File: config.mk
export PLATFORM = sky130hd
export DESIGN_NAME = secure_subsystem_wrap
export DESIGN_NICKNAME = d
export VERILOG_FILES = /design/src/ss_pkg.sv /design/src/secure_subsystem_wrap.sv /design/src/ss_err_slave.sv /design/src/ss_isolate.sv /design/src/ss_sync.sv
export VERILOG_INCLUDE_DIRS = /design/src /design/src/src
export SDC_FILE = /design/constraint.sdc
export NUM_CORES = 1
export LEC_CHECK = 0
export ABC_AREA = 1
export BUFFER_PORTS_ARGS = -buffer_cell sky130_fd_sc_hd__buf_4
export CORE_AREA = 4 4 86 88
export CTS_CLUSTER_DIAMETER = 60
export DETAILED_ROUTE_END_ITERATION = 10
export DIE_AREA = 0 0 90 92
export GPL_ROUTABILITY_DRIVEN = 1
export PLACE_DENSITY = 0.87
export SETUP_SLACK_MARGIN = 0.05
export SLEW_MARGIN = 20
export SYNTH_ARGS = -nofsm -noshare
export SYNTH_HDL_FRONTEND = slang
export SYNTH_HIERARCHICAL = 1
export SYNTH_SLANG_ARGS = --single-unit
export TNS_END_PERCENT = 20
File: constraint.sdc
create_clock -name clk_i -period 2.64 [get_ports clk_i]
set_input_delay 0.132 -clock clk_i [delete_from_list [all_inputs] [get_ports clk_i]]
set_output_delay 0.132 -clock clk_i [all_outputs]
set_load 0.05 [all_outputs]
File: src/ss_cfg.svh
// Secure subsystem wrapper configuration
// Synchroniser depth, outstanding limit and bus field widths

`ifndef SS_CFG_SVH
`define SS_CFG_SVH

// Flops per synchronised input and in the reset chain
`define SS_SYNC_STAGES 3

// Outstanding downstream transactions
`define SS_MAX_PENDING 8
`define SS_PENDING_W   4

// Bus fields
`define SS_ADDR_W 32
`define SS_DATA_W 32
`define SS_ID_W   4

`endif

File: src/ss_pkg.sv
// Secure subsystem bus payload types
// One request and one response channel

`include "ss_cfg.svh"

package ss_pkg;

   // 69 bits
   typedef struct packed {
      logic [`SS_ADDR_W-1:0] addr;
      logic [`SS_DATA_W-1:0] wdata;
      logic                  write;
      logic [`SS_ID_W-1:0]   id;
   } ss_req_t;

   // 37 bits
   typedef struct packed {
      logic [`SS_DATA_W-1:0] rdata;
      logic [`SS_ID_W-1:0]   id;
      logic                  err;
   } ss_rsp_t;

endpackage

File: src/secure_subsystem_wrap.sv
// Secure subsystem outer wrapper
// Core reset and input synchronisation, isolation of the outbound bus port

module secure_subsystem_wrap (
   input  logic            clk_i,
   input  logic            arst_n_i,
   input  logic            test_enable_i,
   input  logic            fetch_en_i,
   input  logic            irq_i,
   input  logic            isolate_i,
   // Core controls
   output logic            core_rst_n_o,
   output logic            core_fetch_en_o,
   output logic            core_irq_o,
   output logic            isolated_o,
   // Core side bus port
   input  logic            slv_req_valid_i,
   input  ss_pkg::ss_req_t slv_req_i,
   output logic            slv_req_ready_o,
   output logic            slv_rsp_valid_o,
   output ss_pkg::ss_rsp_t slv_rsp_o,
   input  logic            slv_rsp_ready_i,
   // Outbound bus port
   output logic            mst_req_valid_o,
   output ss_pkg::ss_req_t mst_req_o,
   input  logic            mst_req_ready_i,
   input  logic            mst_rsp_valid_i,
   input  ss_pkg::ss_rsp_t mst_rsp_i,
   output logic            mst_rsp_ready_o
);

   logic isolate_sync;

   ss_sync u_sync (
      .clk_i         ( clk_i           ),
      .arst_n_i      ( arst_n_i        ),
      .test_enable_i ( test_enable_i   ),
      .fetch_en_i    ( fetch_en_i      ),
      .irq_i         ( irq_i           ),
      .isolate_i     ( isolate_i       ),
      .rst_n_o       ( core_rst_n_o    ),
      .fetch_en_o    ( core_fetch_en_o ),
      .irq_o         ( core_irq_o      ),
      .isolate_o     ( isolate_sync    )
   );

   ss_isolate #(
      .req_t ( ss_pkg::ss_req_t ),
      .rsp_t ( ss_pkg::ss_rsp_t )
   ) u_isolate (
      .clk_i           ( clk_i           ),
      .arst_n_i        ( arst_n_i        ),
      .isolate_i       ( isolate_sync    ),
      .isolated_o      ( isolated_o      ),
      .slv_req_valid_i ( slv_req_valid_i ),
      .slv_req_i       ( slv_req_i       ),
      .slv_req_ready_o ( slv_req_ready_o ),
      .slv_rsp_valid_o ( slv_rsp_valid_o ),
      .slv_rsp_o       ( slv_rsp_o       ),
      .slv_rsp_ready_i ( slv_rsp_ready_i ),
      .mst_req_valid_o ( mst_req_valid_o ),
      .mst_req_o       ( mst_req_o       ),
      .mst_req_ready_i ( mst_req_ready_i ),
      .mst_rsp_valid_i ( mst_rsp_valid_i ),
      .mst_rsp_i       ( mst_rsp_i       ),
      .mst_rsp_ready_o ( mst_rsp_ready_o )
   );

endmodule

File: src/ss_err_slave.sv
// Local bus terminator
// Answers every request with an error response carrying its id

module ss_err_slave #(
   parameter type req_t = ss_pkg::ss_req_t,
   parameter type rsp_t = ss_pkg::ss_rsp_t
) (
   input  logic clk_i,
   input  logic arst_n_i,
   input  logic req_valid_i,
   input  req_t req_i,
   output logic req_ready_o,
   output logic rsp_valid_o,
   output rsp_t rsp_o,
   input  logic rsp_ready_i
);

   logic busy_q;
   rsp_t rsp_d;
   rsp_t rsp_q;

   // Zero data, id echoed, error set
   always_comb begin
      rsp_d     = '0;
      rsp_d.id  = req_i.id;
      rsp_d.err = 1'b1;
   end

   always_ff @(posedge clk_i or negedge arst_n_i) begin
      if (!arst_n_i) begin
         busy_q <= 1'b0;
      end else if (!busy_q && req_valid_i) begin
         busy_q <= 1'b1;
      end else if (busy_q && rsp_ready_i) begin
         busy_q <= 1'b0;
      end
   end

   always_ff @(posedge clk_i) begin
      if (!busy_q && req_valid_i) begin
         rsp_q <= rsp_d;
      end
   end

   // Single outstanding request
   assign req_ready_o = ~busy_q;
   assign rsp_valid_o = busy_q;
   assign rsp_o       = rsp_q;

endmodule

File: src/ss_isolate.sv
// Bus isolation gate
// Forwards while open, drains outstanding transactions on isolate,
// then terminates new requests locally with error responses

`include "ss_cfg.svh"

module ss_isolate #(
   parameter type req_t = ss_pkg::ss_req_t,
   parameter type rsp_t = ss_pkg::ss_rsp_t
) (
   input  logic clk_i,
   input  logic arst_n_i,
   input  logic isolate_i,
   output logic isolated_o,
   // Upstream port
   input  logic slv_req_valid_i,
   input  req_t slv_req_i,
   output logic slv_req_ready_o,
   output logic slv_rsp_valid_o,
   output rsp_t slv_rsp_o,
   input  logic slv_rsp_ready_i,
   // Downstream port
   output logic mst_req_valid_o,
   output req_t mst_req_o,
   input  logic mst_req_ready_i,
   input  logic mst_rsp_valid_i,
   input  rsp_t mst_rsp_i,
   output logic mst_rsp_ready_o
);

   localparam logic [`SS_PENDING_W-1:0] pend_max = (`SS_PENDING_W)'(`SS_MAX_PENDING);

   logic [`SS_PENDING_W-1:0] pending_q;
   logic [`SS_PENDING_W-1:0] pending_d;
   logic                     isolated_q;
   logic                     hold_q;
   logic                     fwd;
   logic                     term;
   logic                     below_max;
   logic                     mst_req_hs;
   logic                     mst_rsp_hs;

   logic err_req_valid;
   logic err_req_ready;
   logic err_rsp_valid;
   rsp_t err_rsp;

   // A request already offered downstream stays offered until taken
   assign fwd       = !isolated_q && (!isolate_i || hold_q);
   assign term      = isolated_q && isolate_i;
   assign below_max = (pending_q != pend_max);

   assign mst_req_valid_o = slv_req_valid_i && fwd && below_max;
   assign mst_req_o       = slv_req_i;
   assign err_req_valid   = slv_req_valid_i && term;

   // Stalls while draining and during release
   always_comb begin
      if (fwd) begin
         slv_req_ready_o = mst_req_ready_i && below_max;
      end else if (term) begin
         slv_req_ready_o = err_req_ready;
      end else begin
         slv_req_ready_o = 1'b0;
      end
   end

   // Terminator response has priority, downstream waits behind it
   assign slv_rsp_valid_o = err_rsp_valid || mst_rsp_valid_i;
   assign slv_rsp_o       = err_rsp_valid ? err_rsp : mst_rsp_i;
   assign mst_rsp_ready_o = slv_rsp_ready_i && !err_rsp_valid;

   assign mst_req_hs = mst_req_valid_o && mst_req_ready_i;
   assign mst_rsp_hs = mst_rsp_valid_i && mst_rsp_ready_o;

   always_comb begin
      pending_d = pending_q;
      if (mst_req_hs && !mst_rsp_hs) begin
         pending_d = pending_q + 1'b1;
      end else if (!mst_req_hs && mst_rsp_hs) begin
         pending_d = pending_q - 1'b1;
      end
   end

   always_ff @(posedge clk_i or negedge arst_n_i) begin
      if (!arst_n_i) begin
         pending_q  <= '0;
         hold_q     <= 1'b0;
         isolated_q <= 1'b1;
      end else begin
         pending_q <= pending_d;
         hold_q    <= mst_req_valid_o && !mst_req_ready_i;
         if (!isolate_i) begin
            isolated_q <= 1'b0;
         end else if (pending_q == '0 && !hold_q) begin
            isolated_q <= 1'b1;
         end
      end
   end

   assign isolated_o = isolated_q;

   ss_err_slave #(
      .req_t ( req_t ),
      .rsp_t ( rsp_t )
   ) u_err_slave (
      .clk_i       ( clk_i           ),
      .arst_n_i    ( arst_n_i        ),
      .req_valid_i ( err_req_valid   ),
      .req_i       ( slv_req_i       ),
      .req_ready_o ( err_req_ready   ),
      .rsp_valid_o ( err_rsp_valid   ),
      .rsp_o       ( err_rsp         ),
      .rsp_ready_i ( slv_rsp_ready_i )
   );

endmodule

File: src/ss_sync.sv
// Reset generator and input synchroniser bank
// Core reset released after a flop chain, bypassed in test mode

`include "ss_cfg.svh"

module ss_sync (
   input  logic clk_i,
   input  logic arst_n_i,
   input  logic test_enable_i,
   input  logic fetch_en_i,
   input  logic irq_i,
   input  logic isolate_i,
   output logic rst_n_o,
   output logic fetch_en_o,
   output logic irq_o,
   output logic isolate_o
);

   localparam int unsigned stages = `SS_SYNC_STAGES;

   // Bit order: isolate, irq, fetch enable
   localparam logic [2:0] in_rst_val = 3'b100;

   logic [stages-1:0]      rst_q;
   logic [2:0]             in_d;
   logic [2:0][stages-1:0] in_q;

   // Falls with the async reset, rises after the chain fills with ones
   always_ff @(posedge clk_i or negedge arst_n_i) begin
      if (!arst_n_i) begin
         rst_q <= '0;
      end else begin
         rst_q <= {rst_q[stages-2:0], 1'b1};
      end
   end

   assign rst_n_o = test_enable_i ? arst_n_i : rst_q[stages-1];

   assign in_d = {isolate_i, irq_i, fetch_en_i};

   always_ff @(posedge clk_i or negedge arst_n_i) begin
      if (!arst_n_i) begin
         for (int i = 0; i < 3; i++) begin
            in_q[i] <= {stages{in_rst_val[i]}};
         end
      end else begin
         for (int i = 0; i < 3; i++) begin
            in_q[i] <= {in_q[i][stages-2:0], in_d[i]};
         end
      end
   end

   assign fetch_en_o = in_q[0][stages-1];
   assign irq_o      = in_q[1][stages-1];
   // Starts high so the bus port comes out of reset isolated
   assign isolate_o  = in_q[2][stages-1];

endmodule

After elaboration in Yosys (flattened, before gate mapping)
Cells that the tools add are included.

ROM bits: 0. Output and inout port bits: 114. Bits in latches: 0. Word-level logic and storage cells: 51. Bits in writable memories: 0. Register bits: 23. Memories kept: 0. Input port bits: 116.

Multipliers: 0. Divide/modulo/power cells: 0. Equal/unequal tests: 2. Add/subtract/negate cells: 2. Order comparisons: 0. Bitwise logic cells: 1. Reductions and logical operators: 27. Shift operators: 0. Multiplexer cells: 10.

Operators with widths (number): $mux W37 (1); $logic_and A1 B1 Y1 (15); $mux W4 (2); $logic_not A1 Y1 (7); $mux W1 (7); $add A4 B1 Y4 const B (1); $logic_not A4 Y1 (1); $ne A4 B4 Y1 const B (1); $reduce_bool A2 Y1 (2); $sub A4 B1 Y4 const B (1); $logic_or A1 B1 Y1 (2); $ne A2 B1 Y1 const B (1); $not A1 Y1 (1).

Depth between registers and ports, before layout
Gate-level depths: netlist of run 1.

Word-level depth: 10. Mapped depth: 14.

By module
The synthesis of run 1 kept the hierarchy.

Modules (own cells, without submodules): ss_isolate (area each 1392.6 sq um, cells each 245, times used 1, seq. area each 151.4 sq um); ss_err_slave (area each 427.9 sq um, cells each 46, times used 1, seq. area each 145.1 sq um); ss_sync (area each 322.8 sq um, cells each 17, times used 1, seq. area each 304.0 sq um).

Worst setup path before layout of run 1
Ideal clock, no wire load.

Kind: reg2reg. Start point: register u_isolate.u_err_slave.busy_q (netlist: u_isolate/u_err_slave/rsp_valid_o). End point: register u_isolate.pending_q[3]. Cell stages (with the launch flop): 12. Clock period less this slack: 2534 ps. Setup time: 117 ps. Arrival: 2417 ps. Slack: 106 ps. Cells stage by stage: dfrtp_1 buf_4 nor2_1 nand2_1 ha_1 inv_1 ha_1 or2_1 nand2_1 nand2_1 nand3_1 nand2_1.

Cells in the longest elaborated chain, start to end: 6.

RTL lines: from (decl) (line ss_err_slave.sv:18) `logic busy_q;`; from (signal assigned) (line ss_err_slave.sv:31) `busy_q <= 1'b0;`; from (signal assigned) (line ss_err_slave.sv:33) `busy_q <= 1'b1;`; from (signal assigned) (line ss_err_slave.sv:35) `busy_q <= 1'b0;`; $logic_not A1 Y1 (*) (line ss_isolate.sv:71) `assign mst_rsp_ready_o = slv_rsp_ready_i && !err_rsp_valid;`; $logic_and A1 B1 Y1 (*) (line ss_isolate.sv:71); via mst_rsp_ready_o (line secure_subsystem_wrap.sv:29) `output logic mst_rsp_ready_o`; $logic_and A1 B1 Y1 (*) (line ss_isolate.sv:74) `assign mst_rsp_hs = mst_rsp_valid_i && mst_rsp_ready_o;`; $logic_not A1 Y1 (line ss_isolate.sv:78) `if (mst_req_hs && !mst_rsp_hs) begin`; $logic_and A1 B1 Y1 (line ss_isolate.sv:78); $mux W4 or $reduce_bool A2 Y1 (tied branches); to (signal assigned) (line ss_isolate.sv:91) `pending_q <= pending_d;`; to (decl) (line ss_isolate.sv:33) `` logic [`SS_PENDING_W-1:0] pending_q; ``.

Mark *: on every way through the listed nets, which the timed path passes. The rest lies on a longest branch. A chain may end at the register's enable or synchronous reset.

Final worst setup path of run 1
Start point: register u_sync.in_q, in the netlist u_sync/isolate_o. End point: register u_isolate.pending_q[3].

Cells in the longest elaborated chain, start to end: 9.

RTL lines: from (decl) (line ss_sync.sv:26) `logic [2:0][stages-1:0] in_q;`; from (signal, indexed assignment) (line ss_sync.sv:44) `in_q[i] <= {stages{in_rst_val[i]}};`; from (signal, indexed assignment) (line ss_sync.sv:48) `in_q[i] <= {in_q[i][stages-2:0], in_d[i]};`; $logic_not A1 Y1 (*) (line ss_isolate.sv:49) `assign fwd = !isolated_q && (!isolate_i || hold_q);`; $logic_or A1 B1 Y1 (*) (line ss_isolate.sv:49); $logic_and A1 B1 Y1 (*) (line ss_isolate.sv:49); $logic_and A1 B1 Y1 (*) (2 in series) (line ss_isolate.sv:53) `assign mst_req_valid_o = slv_req_valid_i && fwd && below_max;`; $logic_and A1 B1 Y1 (*) (line ss_isolate.sv:73) `assign mst_req_hs = mst_req_valid_o && mst_req_ready_i;`; $logic_not A1 Y1 (line ss_isolate.sv:80) `end else if (!mst_req_hs && mst_rsp_hs) begin`; $logic_and A1 B1 Y1 (line ss_isolate.sv:80); $reduce_bool A2 Y1 (no line).

Mark *: on every way between the ends. The rest lies on a longest branch, timed or not.

==> results of run 1 <==
==> registers in the layout, summed over array words and instances (netlist names), 3 cells and up <==
| signal | count |
|---|---|
| u_isolate/pending_q | 4 |
| u_isolate/u_err_slave/rsp_o | 4 |
| u_sync/in_q | 6 |
| u_sync/rst_q | 3 |
==> metrics by stage <==
step	setup WS (ns)	hold WS [ns]	utilization [%]
floorplan	0.106	-0.164	-
global placement	0.628	0.0197	34.6
detailed placement	0.565	0.0202	34.6
CTS	0.547	0.0188	36.0
global route	0.404	0.0256	36.0
finish	0.554	0.0235	36.0
==> path summary, 6_finish.rpt <==
path                                   from  slack (ns)                     end  cells after the start
max in group asynchronous          arst_n_i        2.09          u_sync/in_q[7]                      2
min in group asynchronous          arst_n_i        0.28  u_isolate/pending_q[1]                      2
setup reg to reg           u_sync/isolate_o        0.55  u_isolate/pending_q[3]                     13
hold / removal              mst_req_ready_i        0.02        u_isolate/hold_q                      2
hold reg to reg              u_sync/in_q[7]        0.35        u_sync/isolate_o                      0
setup / recovery           u_sync/isolate_o        0.55  u_isolate/pending_q[3]                     13
==> power by group <==
group	internal, mW	switching [mW]	total, mW
clock	0.107	0.113	0.219
sequential	0.422	0.0481	0.470
combinational	0.358	0.804	1.16
==> metal layers <==
| layer | GRT usage [%] | part of all wire (%) | routed length (um) |
|---|---|---|---|
| met5 | 0 | 0 | 0 |
| met4 | 4.34 | 2.2 | 116 |
| met1 | 11.7 | 35 | 1850 |
| met3 | 6.89 | 13 | 682 |
| met2 | 20.4 | 49 | 2590 |
==> cell families (layout without fill, tap and decap cells) <==
group | Yosys count | after routing | synth area share [%]
other | 3 | 34 | 0.525
xor gates and xnor gates | 2 | 2 | 0.817
adders and majority gates | 4 | 4 | 2.69
DFF | 23 | 23 | 28.0
buffers and inverters | 122 | 121 | 40.0
and+or+nand+nor | 152 | 152 | 27.4
AOI/OAI and AO/OA | 2 | 2 | 0.467
==> critical path, stage by stage (launching register included) <==
cell                      delay, ns
sky130_fd_sc_hd__dfstp_2       0.55
sky130_fd_sc_hd__inv_1         0.04
sky130_fd_sc_hd__nor2_1        0.11
sky130_fd_sc_hd__nor2_1        0.08
sky130_fd_sc_hd__nand3_1       0.09
sky130_fd_sc_hd__nor2_1        0.05
sky130_fd_sc_hd__ha_1          0.20
sky130_fd_sc_hd__inv_1         0.12
sky130_fd_sc_hd__ha_1          0.26
sky130_fd_sc_hd__or2_1         0.25
sky130_fd_sc_hd__nand2_1       0.07
sky130_fd_sc_hd__nand2_1       0.05
sky130_fd_sc_hd__nand3_1       0.06
sky130_fd_sc_hd__nand2_1       0.05
==> cell usage after synthesis <==
master,count
sky130_fd_sc_hd__buf_2,5
sky130_fd_sc_hd__buf_4,103
sky130_fd_sc_hd__buf_6,1
sky130_fd_sc_hd__conb_1,3
sky130_fd_sc_hd__dfrtp_1,15
sky130_fd_sc_hd__dfstp_2,4
sky130_fd_sc_hd__edfxtp_1,4
sky130_fd_sc_hd__fa_1,1
sky130_fd_sc_hd__ha_1,3
sky130_fd_sc_hd__inv_1,11
sky130_fd_sc_hd__inv_2,2
sky130_fd_sc_hd__nand2_1,133
sky130_fd_sc_hd__nand2_2,2
sky130_fd_sc_hd__nand3_1,5
sky130_fd_sc_hd__nor2_1,9
sky130_fd_sc_hd__nor3_1,1
sky130_fd_sc_hd__o21ai_0,2
sky130_fd_sc_hd__or2_1,1
sky130_fd_sc_hd__or2_2,1
sky130_fd_sc_hd__xnor2_1,2
==> layout by cell type, fill, tap and decap left out <==
cell type                       count
sky130_fd_sc_hd__buf_4            100
sky130_fd_sc_hd__o21ai_0            2
sky130_fd_sc_hd__nand2_1          133
sky130_fd_sc_hd__nor3_1             1
sky130_fd_sc_hd__nor2_1             9
sky130_fd_sc_hd__ha_1               3
sky130_fd_sc_hd__nand2_2            2
sky130_fd_sc_hd__clkbuf_8           3
sky130_fd_sc_hd__or2_1              1
sky130_fd_sc_hd__dfrtp_1           15
sky130_fd_sc_hd__fa_1               1
sky130_fd_sc_hd__or2_2              1
sky130_fd_sc_hd__conb_1            34
sky130_fd_sc_hd__dfstp_2            4
sky130_fd_sc_hd__inv_2              2
sky130_fd_sc_hd__inv_1             11
sky130_fd_sc_hd__clkinvlp_4         1
sky130_fd_sc_hd__nand3_1            5
sky130_fd_sc_hd__dlygate4sd3_1      4
sky130_fd_sc_hd__edfxtp_1           4
sky130_fd_sc_hd__xnor2_1            2
==> cell type report <==
type | instances | area [um2]
Fill cell | 691 | 4250
Multi-Input combinational cell | 194 | 801
Timing Repair Buffer | 104 | 791
Sequential cell | 23 | 601
Tap cell | 80 | 100
Inverter | 13 | 48.8
Clock buffer | 3 | 41.3
Clock inverter | 1 | 7.51
==> impl.org, run 1 <==
** Place
- Port buffering added a little under 100 buffers.
- Placement Cell Area :: 0.00230 mm2
- The congestion estimate from routability-driven global placement came to 0.791.
- Detailed placement ended at an HPWL of 4230 um.
- Once placement completed, the tool counted placed cells totaling 410.

** Clock tree
- After clock tree synthesis, the clock-pin slew on the worst setup and hold paths is 0.08 ns.
- The longest clock path from root to sink contains 2 buffers.
- TritonCTS built the clock tree.
- CTS saw 23 sinks.
- Number of buffers created by CTS :: 3
- Hold repair after CTS inserted 4 buffers.
- Clock Root Buffer :: sky130_fd_sc_hd__clkbuf_8
- At the later pin of the worst-skew pair, clock insertion delay measures 0.26 ns.
- Setup fix buffers added after clock tree synthesis :: 0
- Gates resized, CTS repair :: 0
- Level count of the clock H-tree :: 1

** Critical path
- Kind of capture point of the worst setup path :: register
- Data on the critical path is required at its endpoint by 2.80 ns.
- Of all nets on the critical path, the largest fanout is 4.
- Setup CP Type :: reg2reg
- Startpoint type of the worst setup path :: register
- Data arrives at the worst endpoint at 2.25 ns.

** Global route
- Vias in the first global route :: 1634
- Global routing consumed, over all layers together, 11.8% of the routing resources.
- Total gr overflow :: 0
- The number of antenna violations at the first check in global routing came to 0.
- The first global-routing pass estimated 8080 um of wire.
- Entering global routing, the biggest net connects 41 pins.

** Layout
- Fraction of layout cells with a size suffix above 1 :: around a third
- Final nets :: 459
- Synth-to-layout area growth :: 11.5%
- Count of non-filler cells in the finished layout :: 418
- After routing the design area is 0.00239 mm2.
- Ant. Diodes :: 0

** Floorplan
- The die is 90 um wide.
- Num rows :: 30
- Total die area :: just over 0.008 mm2
- Once the floorplan was initialized, standard cells occupied ~32% of the core.
- Die outline height :: 92 um
- Pin placement for this block handled 230 I/O pins.
- Core Region :: 0.00664 mm2

** STA
- Peak Freq :: 479 MHz
- The max-slew violation total from the final report is 0.
- Setup repair after global routing left no endpoint under its margin.
- The clock arrives with 0.00544 ns of skew.
- Part of the cycle the worst path needs :: about four fifths
- Measured against its own limit, the worst slew margin works out to ~58%.
- For the pin with the worst max-slew slack, the measured transition is 0.631 ns.
- Setup violations remaining at the end of the flow were counted as 0.
- Final hold vios :: 0
- Setup tns final :: 0 ns
- Subtracting the final worst setup slack from the clock period gives 2.09 ns.

** Route
- After detailed routing, the number of remaining DRC violations is 0.
- Wirelength per Cell :: 12.5 um
- Vias per std cell :: 4.03
- Via total after detailed routing :: ~1.7k
- Once detail routing completed, the nets flagged for antenna violations numbered 0.
- Number of design-rule violations left by the first detailed-router iteration :: 36
- Detailed-route wire length :: 5240 um
- The first TritonRoute pass finished after 4 iterations.

** Yosys
- Post-Synthesis Cell Area :: 0.00214 mm2
- Synthesis inferred 23 register bits.
- The share of synthesized area in the top cell type comes to 36.1%.
- The netlist uses 20 different library cells.
- Sequential element share of the synthesized area :: 28.0%
- Post-synthesis cell count :: between 300 and 400
- Synth top area cells :: sky130_fd_sc_hd__buf_4 (36%), sky130_fd_sc_hd__nand2_1 (23%), sky130_fd_sc_hd__dfrtp_1 (18%), sky130_fd_sc_hd__edfxtp_1 (5.6%), sky130_fd_sc_hd__dfstp_2 (4.9%)
- Count of synthesis-stage warnings from yosys :: 6
- After synthesis, the mean cell area works out to 6.96 um2.
- Cell type with the highest aggregate area in the netlist :: sky130_fd_sc_hd__buf_4

** Power
- Dividing total power by cell area gives a power density of 775 mW/mm2.
- IR analysis of the VDD net gives a maximum drop of 0.534 mV.
- Static leakage :: roughly 1.4 nW
- The design draws ~1.9 mW.

** Worst hold path
- The path class of the tightest hold or removal check is in2reg.

** Run
- Max-capacitance violation count :: 0

** Run status
- Outcome :: finished clean
Power figures use the tool's default switching activity.
==> run 2: changes to the inputs <==
- ABC_AREA: 1 -> 0
- CORE_AREA: 4 4 86 88 -> 4 4 88 90
- DIE_AREA: 0 0 90 92 -> 0 0 92 94
- PLACE_DENSITY: 0.87 -> 0.84
- clock period: 2.64 -> 2.1 ns (I/O delays scaled with it)
==> run 2 against run 1 <==
Effect of this change: the run now ends with setup timing left; die area increased by 4.4%; largest cell class is now non-clock buffers; non-clock buffer count increased by 17; fmax decreased by 5.8%; combinational power increased by 28%.
==> impl.org, run 2 <==
** Run status
- The run finished, with violations left.
- The final reports fail on setup timing.

** Global route
- Initial antenna violation count :: 0 (unchanged)
- The combined global-route utilization of all metal layers was 9.98% (-1.8 points).
- Total gr overflow :: 0 (unchanged)
- The maximum number of pins on one net before global-route repair is 41 (unchanged).
- Vias in the first global route :: 1433 (-12%)
- First-pass GRT wire length :: 6870 um (-15%)

** STA
- Part of the cycle the worst path needs :: 105% (+26 points)
- The hold violation total from the final report came to 0 (unchanged).
- The final worst-path setup slack came to -0.115 ns (-0.669 ns).
- The max-slew violation total from the final report came to 0 (unchanged).
- The setup TNS after final layout was -0.125 ns (-0.125 ns).
- The final critical-path required period was 2.21 ns (+0.129 ns).
- Unrepaired setup endpoints after global routing :: true
- The top achievable clock speed is 452 MHz (-5.8%).
- The worst clock skew was 0.00980 ns (+0.00436 ns).
- Number of setup violations in the final report :: 2 (+2)

** Power
- Clock network fraction of total power :: 11.9% (about the same)
- Static leakage :: 1.24 nW (-12%)
- Sequential power share :: 24.8% (-0.6 points)
- The combinational group share of total power is 63.3% (+0.5 points).
- The power per cell area was 894 mW/mm2 (+15%).
- The worst vdd rail ir drop came to 0.310 mV (-42%).
- Final total power :: 2.34 mW (+26%)
- The internal power summed over all cells is 1.32 mW (+49%).
- Switching power :: 1.02 mW (+6.0%)
- Switching power as a share of total power :: 43.7% (-8.4 points)

** Critical path
- The slowest stage of the critical path belongs to the cell sky130_fd_sc_hd__dfrtp_1.
- The slack of the worst reg-to-reg path is -0.11 ns (-0.67 ns).
- Traced cell by cell, the critical path runs through a2111oi_4 -> and2_1 -> ha_2 -> inv_4 -> ha_4 -> buf_6 -> nand3_2 -> a2111o_1 -> o211ai_1.
- Critical path fanouts, max :: 4 (unchanged)
- The number of cells on the worst reg-to-reg path is 9 (-4).
- The startpoint identified for the worst register-to-register timing path is u_isolate/pending_q[3].
- The worst setup path is launched from a register.
- End of the critical path :: u_isolate/pending_q[3]
- Slowest stage delay, CP :: 0.42 ns (-0.13 ns)
- The data required time at the worst endpoint was 2.29 ns (-0.51 ns).
- Arrival time of data at the critical path endpoint :: 2.40 ns (+0.15 ns)
- In this run the critical register-to-register path is captured at u_isolate/pending_q[3].
- The setup path with the least slack is of type reg2reg.
- Crit. Startpoint :: u_isolate/pending_q[3]
- The worst setup path is captured at a register.

** Yosys
- The number of synthesized flops with an enable pin is 4 (unchanged).
- The simple-gate area share of the yosys netlist is 5.44% (-22 points).
- In the synthesized netlist the dominant register cell turns out to be sky130_fd_sc_hd__dfrtp_1.
- Post-synthesis xor/xnor area fraction :: 0.811% (-0.0066 points)
- In the post-synthesis netlist, the cell with the most instances is sky130_fd_sc_hd__buf_4.
- The share of synthesized registers carrying an async set or reset came to 82.6% (unchanged).
- The count of unique library cells instantiated by Yosys came to 35 (+75%).
- Area share of the largest cell type after synthesis :: 35.8% (-0.29 points)
- Post-synth top cells :: sky130_fd_sc_hd__buf_4 (103), sky130_fd_sc_hd__mux2_2 (38), sky130_fd_sc_hd__dfrtp_1 (15)
- The post-synthesis compound-gate area fraction is 4.57% (+4.1 points).
- The post-synthesis share of cell area spent on full adders, half adders and majority gates came to 2.66% (-0.022 points).
- The proportion of synthesized chip area in sequential cells is 27.8% (-0.23 points).
- After synthesis, the largest family of logic cells by area is buffers and inverters.
- The number of synthesis warnings came to 6 (unchanged).
- Synth top area cells :: sky130_fd_sc_hd__buf_4 (36%), sky130_fd_sc_hd__mux2_2 (20%), sky130_fd_sc_hd__dfrtp_1 (17%), sky130_fd_sc_hd__edfxtp_1 (5.6%), sky130_fd_sc_hd__dfstp_2 (4.9%)
- Number of flip-flops and latches in the synthesized netlist :: 23 (unchanged)
- Cell type with the highest aggregate area in the netlist :: sky130_fd_sc_hd__buf_4
- The average footprint of a synthesized cell is 10.2 um2 (+46%).
- The post-synthesis mux area share was 21.0% (+21 points).
- Post-synthesis cell count :: 212 (-31%)
- The area of the mapped netlist is 0.00216 mm2 (+0.82%).

** Clock tree
- The tree is rooted in a sky130_fd_sc_hd__clkbuf_8.
- The clock insertion delay at the later pin of the skew report is 0.27 ns (about the same).
- The count of clock tree sinks is 23 (unchanged).
- Clk buf depth :: 2 (unchanged)
- The number of CTS-inserted buffers came to 3 (unchanged).
- Clock slew at the register clock pins of the worst setup and hold paths :: 0.09 ns (about the same)
- Level count of the clock H-tree :: 1 (unchanged)
- TritonCTS built the clock tree.

** Place
- The placed instance count came to 347 (-15%).
- The placed wire-length estimate came to 3690 um (-13%).
- The routability congestion estimate was 0.697 (-12%).
- The number of port buffers is 99 (unchanged).

** Floorplan
- The effective utilization at floorplan was 30.6% (-1.7 points).
- The number of I/O pins is 230 (unchanged).
- Total die area :: 0.00865 mm2 (+4.4%)
- The cell row count is 31 (+3.3%).
- Die W :: 92 um (+2.2%)
- Die outline height :: 94 um (+2.2%)
- The area of the core was 0.00706 mm2 (+6.3%).

** Layout
- The number of fill cells in the layout is 738 (+6.8%).
- Final nets :: 382 (-17%)
- Leaving out fill and tap cells, the most frequent cell in the layout is sky130_fd_sc_hd__buf_4.
- The flip-flop count of the largest register after layout is 6 (unchanged).
- Ant. Diodes :: 0 (unchanged)
- Relative to the synthesized area, the layout overhead comes to 21.1%.
- Register Area :: 601 um2 (unchanged)
- In the layout the commonest cells are sky130_fd_sc_hd__buf_4 (115), sky130_fd_sc_hd__mux2_2 (37), sky130_fd_sc_hd__conb_1 (34), sky130_fd_sc_hd__dfrtp_1 (15), sky130_fd_sc_hd__dlygate4sd3_1 (5).
- Count of non-filler cells in the finished layout :: 360 (-14%)
- Biggest register :: u_sync/in_q
- Multi-input combinational cell area :: 908 um2 (+13%)
- Fraction of layout cells with a size suffix above 1 :: 66.7% (+33 points)

** Route
- The wire length per cell after detailed routing came to 12.4 um (-1.1%).
- Max layer used :: met4
- Routed metal-1 wire length :: 1540 um (-17%)
- Detailed-route wire length :: 4470 um (-15%)
- The average via count per standard cell was 3.91 (-3.0%).
- The met2 routed wirelength came to 2340 um (-9.8%).
- Remaining DRCs :: 0 (unchanged)
- The total iterations of the first detailed-routing run came to 4 (unchanged).
- The detailed router's first-iteration violation count was 22 (-39%).
- The overall via count from detail_route was 1409 (-16%).
- The remaining antenna violation count after routing came to 0 (unchanged).
- Routed wire length on met3 :: 481 um (-29%)

** Worst hold path
- Worst min path class :: in2reg

** Run
- The max-cap check violation count came to 0 (unchanged).
==> run 2: routing by layer <==
| layer | vias up | track usage [%] |
|---|---|---|
| met5 | - | 0 |
| met4 | 0 | 4.70 |
| met3 | 18 | 3.61 |
| met2 | 85 | 18.4 |
| met1 | 644 | 9.99 |
| li1 | 662 | - |
==> run 2: critical path: cells and delay by family, from the launching register on <==
kind	cells	cell delay, ns
AOI/OAI and AO/OA	3	0.82
buffers and inverters	2	0.15
adders and majority gates	2	0.48
DFF	1	0.42
and+or+nand+nor	2	0.26
==> run 2: kinds of logic after synthesis <==
| group | count (synthesis) |
|---|---|
| flip-flops | 23 |
| other | 3 |
| buffers and inverters | 110 |
| adder cells (fa/ha/maj) | 4 |
| XOR/XNOR | 2 |
| multiplexers | 40 |
| AND/OR/NAND/NOR | 19 |
| AO/OA/AOI/OAI | 11 |
==> run 2: power groups by stage <==
stage	Clock (mW)	Sequential [mW]	Combinational (mW)
floorplan	0	0.636	1.24
global placement	0	0.576	1.34
detailed placement	0	0.582	1.37
CTS	0.303	0.584	1.41
global route	0.315	0.589	1.58
finish	0.278	0.581	1.48
==> run 2: worst min-delay path by stage <==
| stage | startpoint | cells past startpoint | end |
|---|---|---|---|
| after global routing | slv_req_i[2] | 1 | u_isolate/u_err_slave/rsp_o[3] |
| final | slv_rsp_ready_i | 2 | u_isolate/u_err_slave/rsp_valid_o |
| after floorplan | arst_n_i | 0 | u_isolate/hold_q |
| after CTS | slv_rsp_ready_i | 2 | u_isolate/u_err_slave/rsp_valid_o |
| after global placement | arst_n_i | 1 | u_sync/rst_q[0] |
| after detailed placement | arst_n_i | 1 | u_sync/in_q[0] |
==> run 2: through the flow <==
stage / area [um2] / hold WS [ns] / worst slack (ns) / utilization [%]
2_1_floorplan: 2290 / -0.191 / -0.726 / -
3_3_place_gp: 2460 / -0.0107 / -0.186 / 34.9
3_5_place_dp: 2460 / -0.00133 / -0.245 / 34.9
4_1_cts: 2580 / 0.0166 / -0.128 / 36.5
5_1_grt: 2620 / 0.0139 / -0.195 / 37.1
6_report: 2620 / 0.0295 / -0.115 / 37.1
==> run 2: layout make-up <==
cell class / count / share of cell area (%)
clock buffers: 3 / 1.58
repair buffers: 121 / 35.3
inverters: 3 / 0.526
well taps: 99 / 4.73
multi-input cells: 110 / 34.7
clock inverters: 1 / 0.191
flip-flops and latches: 23 / 22.9
==> run 2: repair_timing <==
action                                 in CTS  in global routing
hold buffers                                5                  0
setup buffers                               1                  3
endpoints found under the hold margin      23                  0
pin swaps                                   5                  1
setup endpoints to repair                   3                  3
gates resized for setup                     2                  6
==> run 3: changes to the inputs <==
- GPL_TIMING_DRIVEN: not set -> 0
==> run 3 against run 2 <==
Effect of this change: the flow still finishes with violations (setup timing); first-iteration DRC count grew 50%; critical path depth shrank 1; clock skew fell by 0.0093 ns; non-clock buffer count increased by 162; fmax fell by 2.9%; largest cell class unchanged.
==> impl.org, run 3 (same netlist as run 2, synthesis figures left out) <==
** Run status
- Outcome :: finished, violations left
- Violated checks :: setup timing

** Layout
- Count of non-filler cells in the finished layout :: 522 (+45%)
- Biggest register :: u_sync/in_q
- Synth-to-layout area growth :: 77.0%
- The final core utilization is 54.2% (+17 points).
- Most common library cell in the layout ignoring fill and taps :: sky130_fd_sc_hd__buf_4
- Ant. Diodes :: 0 (unchanged)
- Highest-count cells in the layout ignoring fill and taps :: sky130_fd_sc_hd__buf_4 (275), sky130_fd_sc_hd__mux2_2 (38), sky130_fd_sc_hd__conb_1 (34), sky130_fd_sc_hd__dfrtp_1 (10)
- The flip-flop count of the largest register after layout came to 6 (unchanged).
- Final nets :: 544 (+42%)
- Fraction of layout cells with a size suffix above 1 :: 79.9% (+13 points)

** Route
- Vias per std cell :: 3.84 (-1.8%)
- Wirelength per Cell :: 11.5 um (-7.1%)
- The total iterations of the first detailed-routing run was 4 (unchanged).
- Number of design-rule violations left by the first detailed-router iteration :: 33 (+50%)
- Remaining number of nets flagged by the antenna check after routing :: 0 (unchanged)
- The sum of routed wire length over all layers came to 6020 um (+35%).
- The number of design rule violations left after detail routing is 0 (unchanged).
- The overall via count from detail_route was 2006 (+42%).

** Clock tree
- In this run the clock root is driven by a sky130_fd_sc_hd__clkbuf_8.
- The depth of the CTS H-tree was 1 (unchanged).
- The count of clock tree sinks was 23 (unchanged).
- Number of buffers created by CTS :: 3 (unchanged)
- Clk buf depth :: 2 (unchanged)
- The clock insertion delay at the later pin of the skew report came to 0.25 ns (-0.02 ns).
- The clock-pin slew reported for the worst setup and hold paths after clock tree synthesis is 0.07 ns (-0.02 ns).
- TritonCTS built the clock tree.

** Floorplan
- The die boundary width was 92 um (unchanged).
- The die extent in y came to 94 um (unchanged).
- The die area is 0.00865 mm2 (unchanged).
- Num rows :: 31 (unchanged)
- Core Region :: 0.00706 mm2 (unchanged)
- The effective utilization at floorplan came to 30.6% (unchanged).
- The number of I/O pins is 230 (unchanged).

** Place
- Worst-case setup slack after placement :: -0.423 ns (-0.178 ns)
- Placed wire-length estimate :: 5250 um (+42%)
- The placed instance count was 506 (+46%).
- Placer's final routability congestion estimate :: 0.733 (+5.1%)
- Number of buffer cells added on primary ports :: 164 (+66%)

** Critical path
- Slowest cell on crit path :: sky130_fd_sc_hd__or4_1
- The highest fanout seen on the critical path was 5 (+1).
- Walking the worst path, the cells encountered are a2111oi_4 -> and2_4 -> ha_4 -> inv_4 -> ha_4 -> or4_1 -> o211ai_1 -> o211ai_1.
- Arrival time of data at the critical path endpoint :: 2.41 ns (about the same)
- STA classifies the critical path endpoint as a register.
- In this design, the largest share of critical-path delay is due to simple AND/OR/NAND/NOR gates.
- The highest cell delay on the worst timing path came to 0.51 ns (+0.09 ns).
- The data required time at the worst endpoint was 2.23 ns (-0.06 ns).
- Setup CP Type :: reg2reg
- The number of buffers and inverters on the critical path came to 1 (-1).
- STA classifies the critical path startpoint as a register.

** Global route
- First-pass GRT wire length :: 9060 um (+32%)
- Vias in the first global route :: 2021 (+41%)
- The global-route congestion overflow total came to 0 (unchanged).
- Initial antenna violation count :: 0 (unchanged)
- Maximum number of pins on one net before global-route repair :: 21 (-49%)
- The combined global-route utilization of all metal layers is 12.7% (+2.7 points).

** STA
- Min Hold Slack :: 0.0271 ns (-0.00235 ns)
- The max-slew violation total from the final report was 0 (unchanged).
- Min cycle time layout :: 2.28 ns (+0.0655 ns)
- Final hold vios :: 0 (unchanged)
- The worst clock skew came to 0.000529 ns (-0.00927 ns).
- Peak Freq :: 439 MHz (-2.9%)
- The share of the clock period used by the worst path is 109% (+3.1 points).
- Crit path setup slack, layout :: -0.180 ns (-0.0655 ns)
- Setup repair after global routing could not meet its margin everywhere.
- The number of endpoints failing setup at the final stage is 1 (-1).

** Power
- The worst vdd rail ir drop is 0.390 mV (+26%).
- The total power is 2.71 mW (+16%).
- Power density of the placed cells :: 708 mW/mm2 (-21%)
- Static leakage :: 2.02 nW (+63%)

** Run
- The max-cap check violation count is 0 (unchanged).

** Worst hold path
- The tightest min-delay check is of the in2reg type.
==> run 3: changes by cell type in the layout (fill, tap and decap cells not counted), sizes merged <==
| cell | change |
|---|---|
| buf | +162 |
| clkbuf | +1 |
| clkinv | -1 |
==> run 3: final cells by class <==
cell class | instances | area [um2]
Buffer | 107 | 796
Clock buffer | 4 | 45.0
Fill cell | 634 | 3230
Inverter | 3 | 13.8
Multi-Input combinational cell | 110 | 906
Sequential cell | 23 | 607
Tap cell | 99 | 124
Timing Repair Buffer | 176 | 1330
==> run 3: what timing repair did <==
item	4_1_cts	5_1_grt
endpoints found under the hold margin	22	1
setup buffers	7	0
endpoints found under the setup margin	3	2
pin swaps	5	0
hold buffers	4	1
resized for setup	10	0
==> run 3: report_power, final <==
group	leakage [nW]	internal [mW]	switching, mW
logic	1.75	0.773	1.08
clock network	0.0228	0.135	0.126
registers	0.252	0.536	0.0615
==> run 3: final timing paths <==
kind	from	to	slack [ns]	cells past startpoint
max reg2reg	u_isolate/pending_q[3]	u_isolate/pending_q[3]	-0.18	8
min	slv_rsp_ready_i	u_isolate/u_err_slave/rsp_valid_o	0.03	2
max	u_isolate/pending_q[3]	u_isolate/pending_q[3]	-0.18	8
min in group asynchronous	arst_n_i	u_sync/in_q[4]	0.25	2
min reg2reg	u_sync/rst_q[1]	u_sync/rst_q[2]	0.35	0
max in group asynchronous	arst_n_i	u_sync/isolate_o	1.59	2
==> run 3: per-layer routing <==
metal,GRT usage [%],wire [um]
met1,13.4,1950
met2,24.5,3260
met3,3.85,747
met4,3.22,61
met5,0,0
==> run 3: stage by stage <==
step,TNS (ns),cell area (um2)
3_3_place_gp,-0.495,3650
6_report,-0.180,3820
5_1_grt,-0.269,3820
2_1_floorplan,-1.67,2290
4_1_cts,-0.183,3810
3_5_place_dp,-0.617,3650
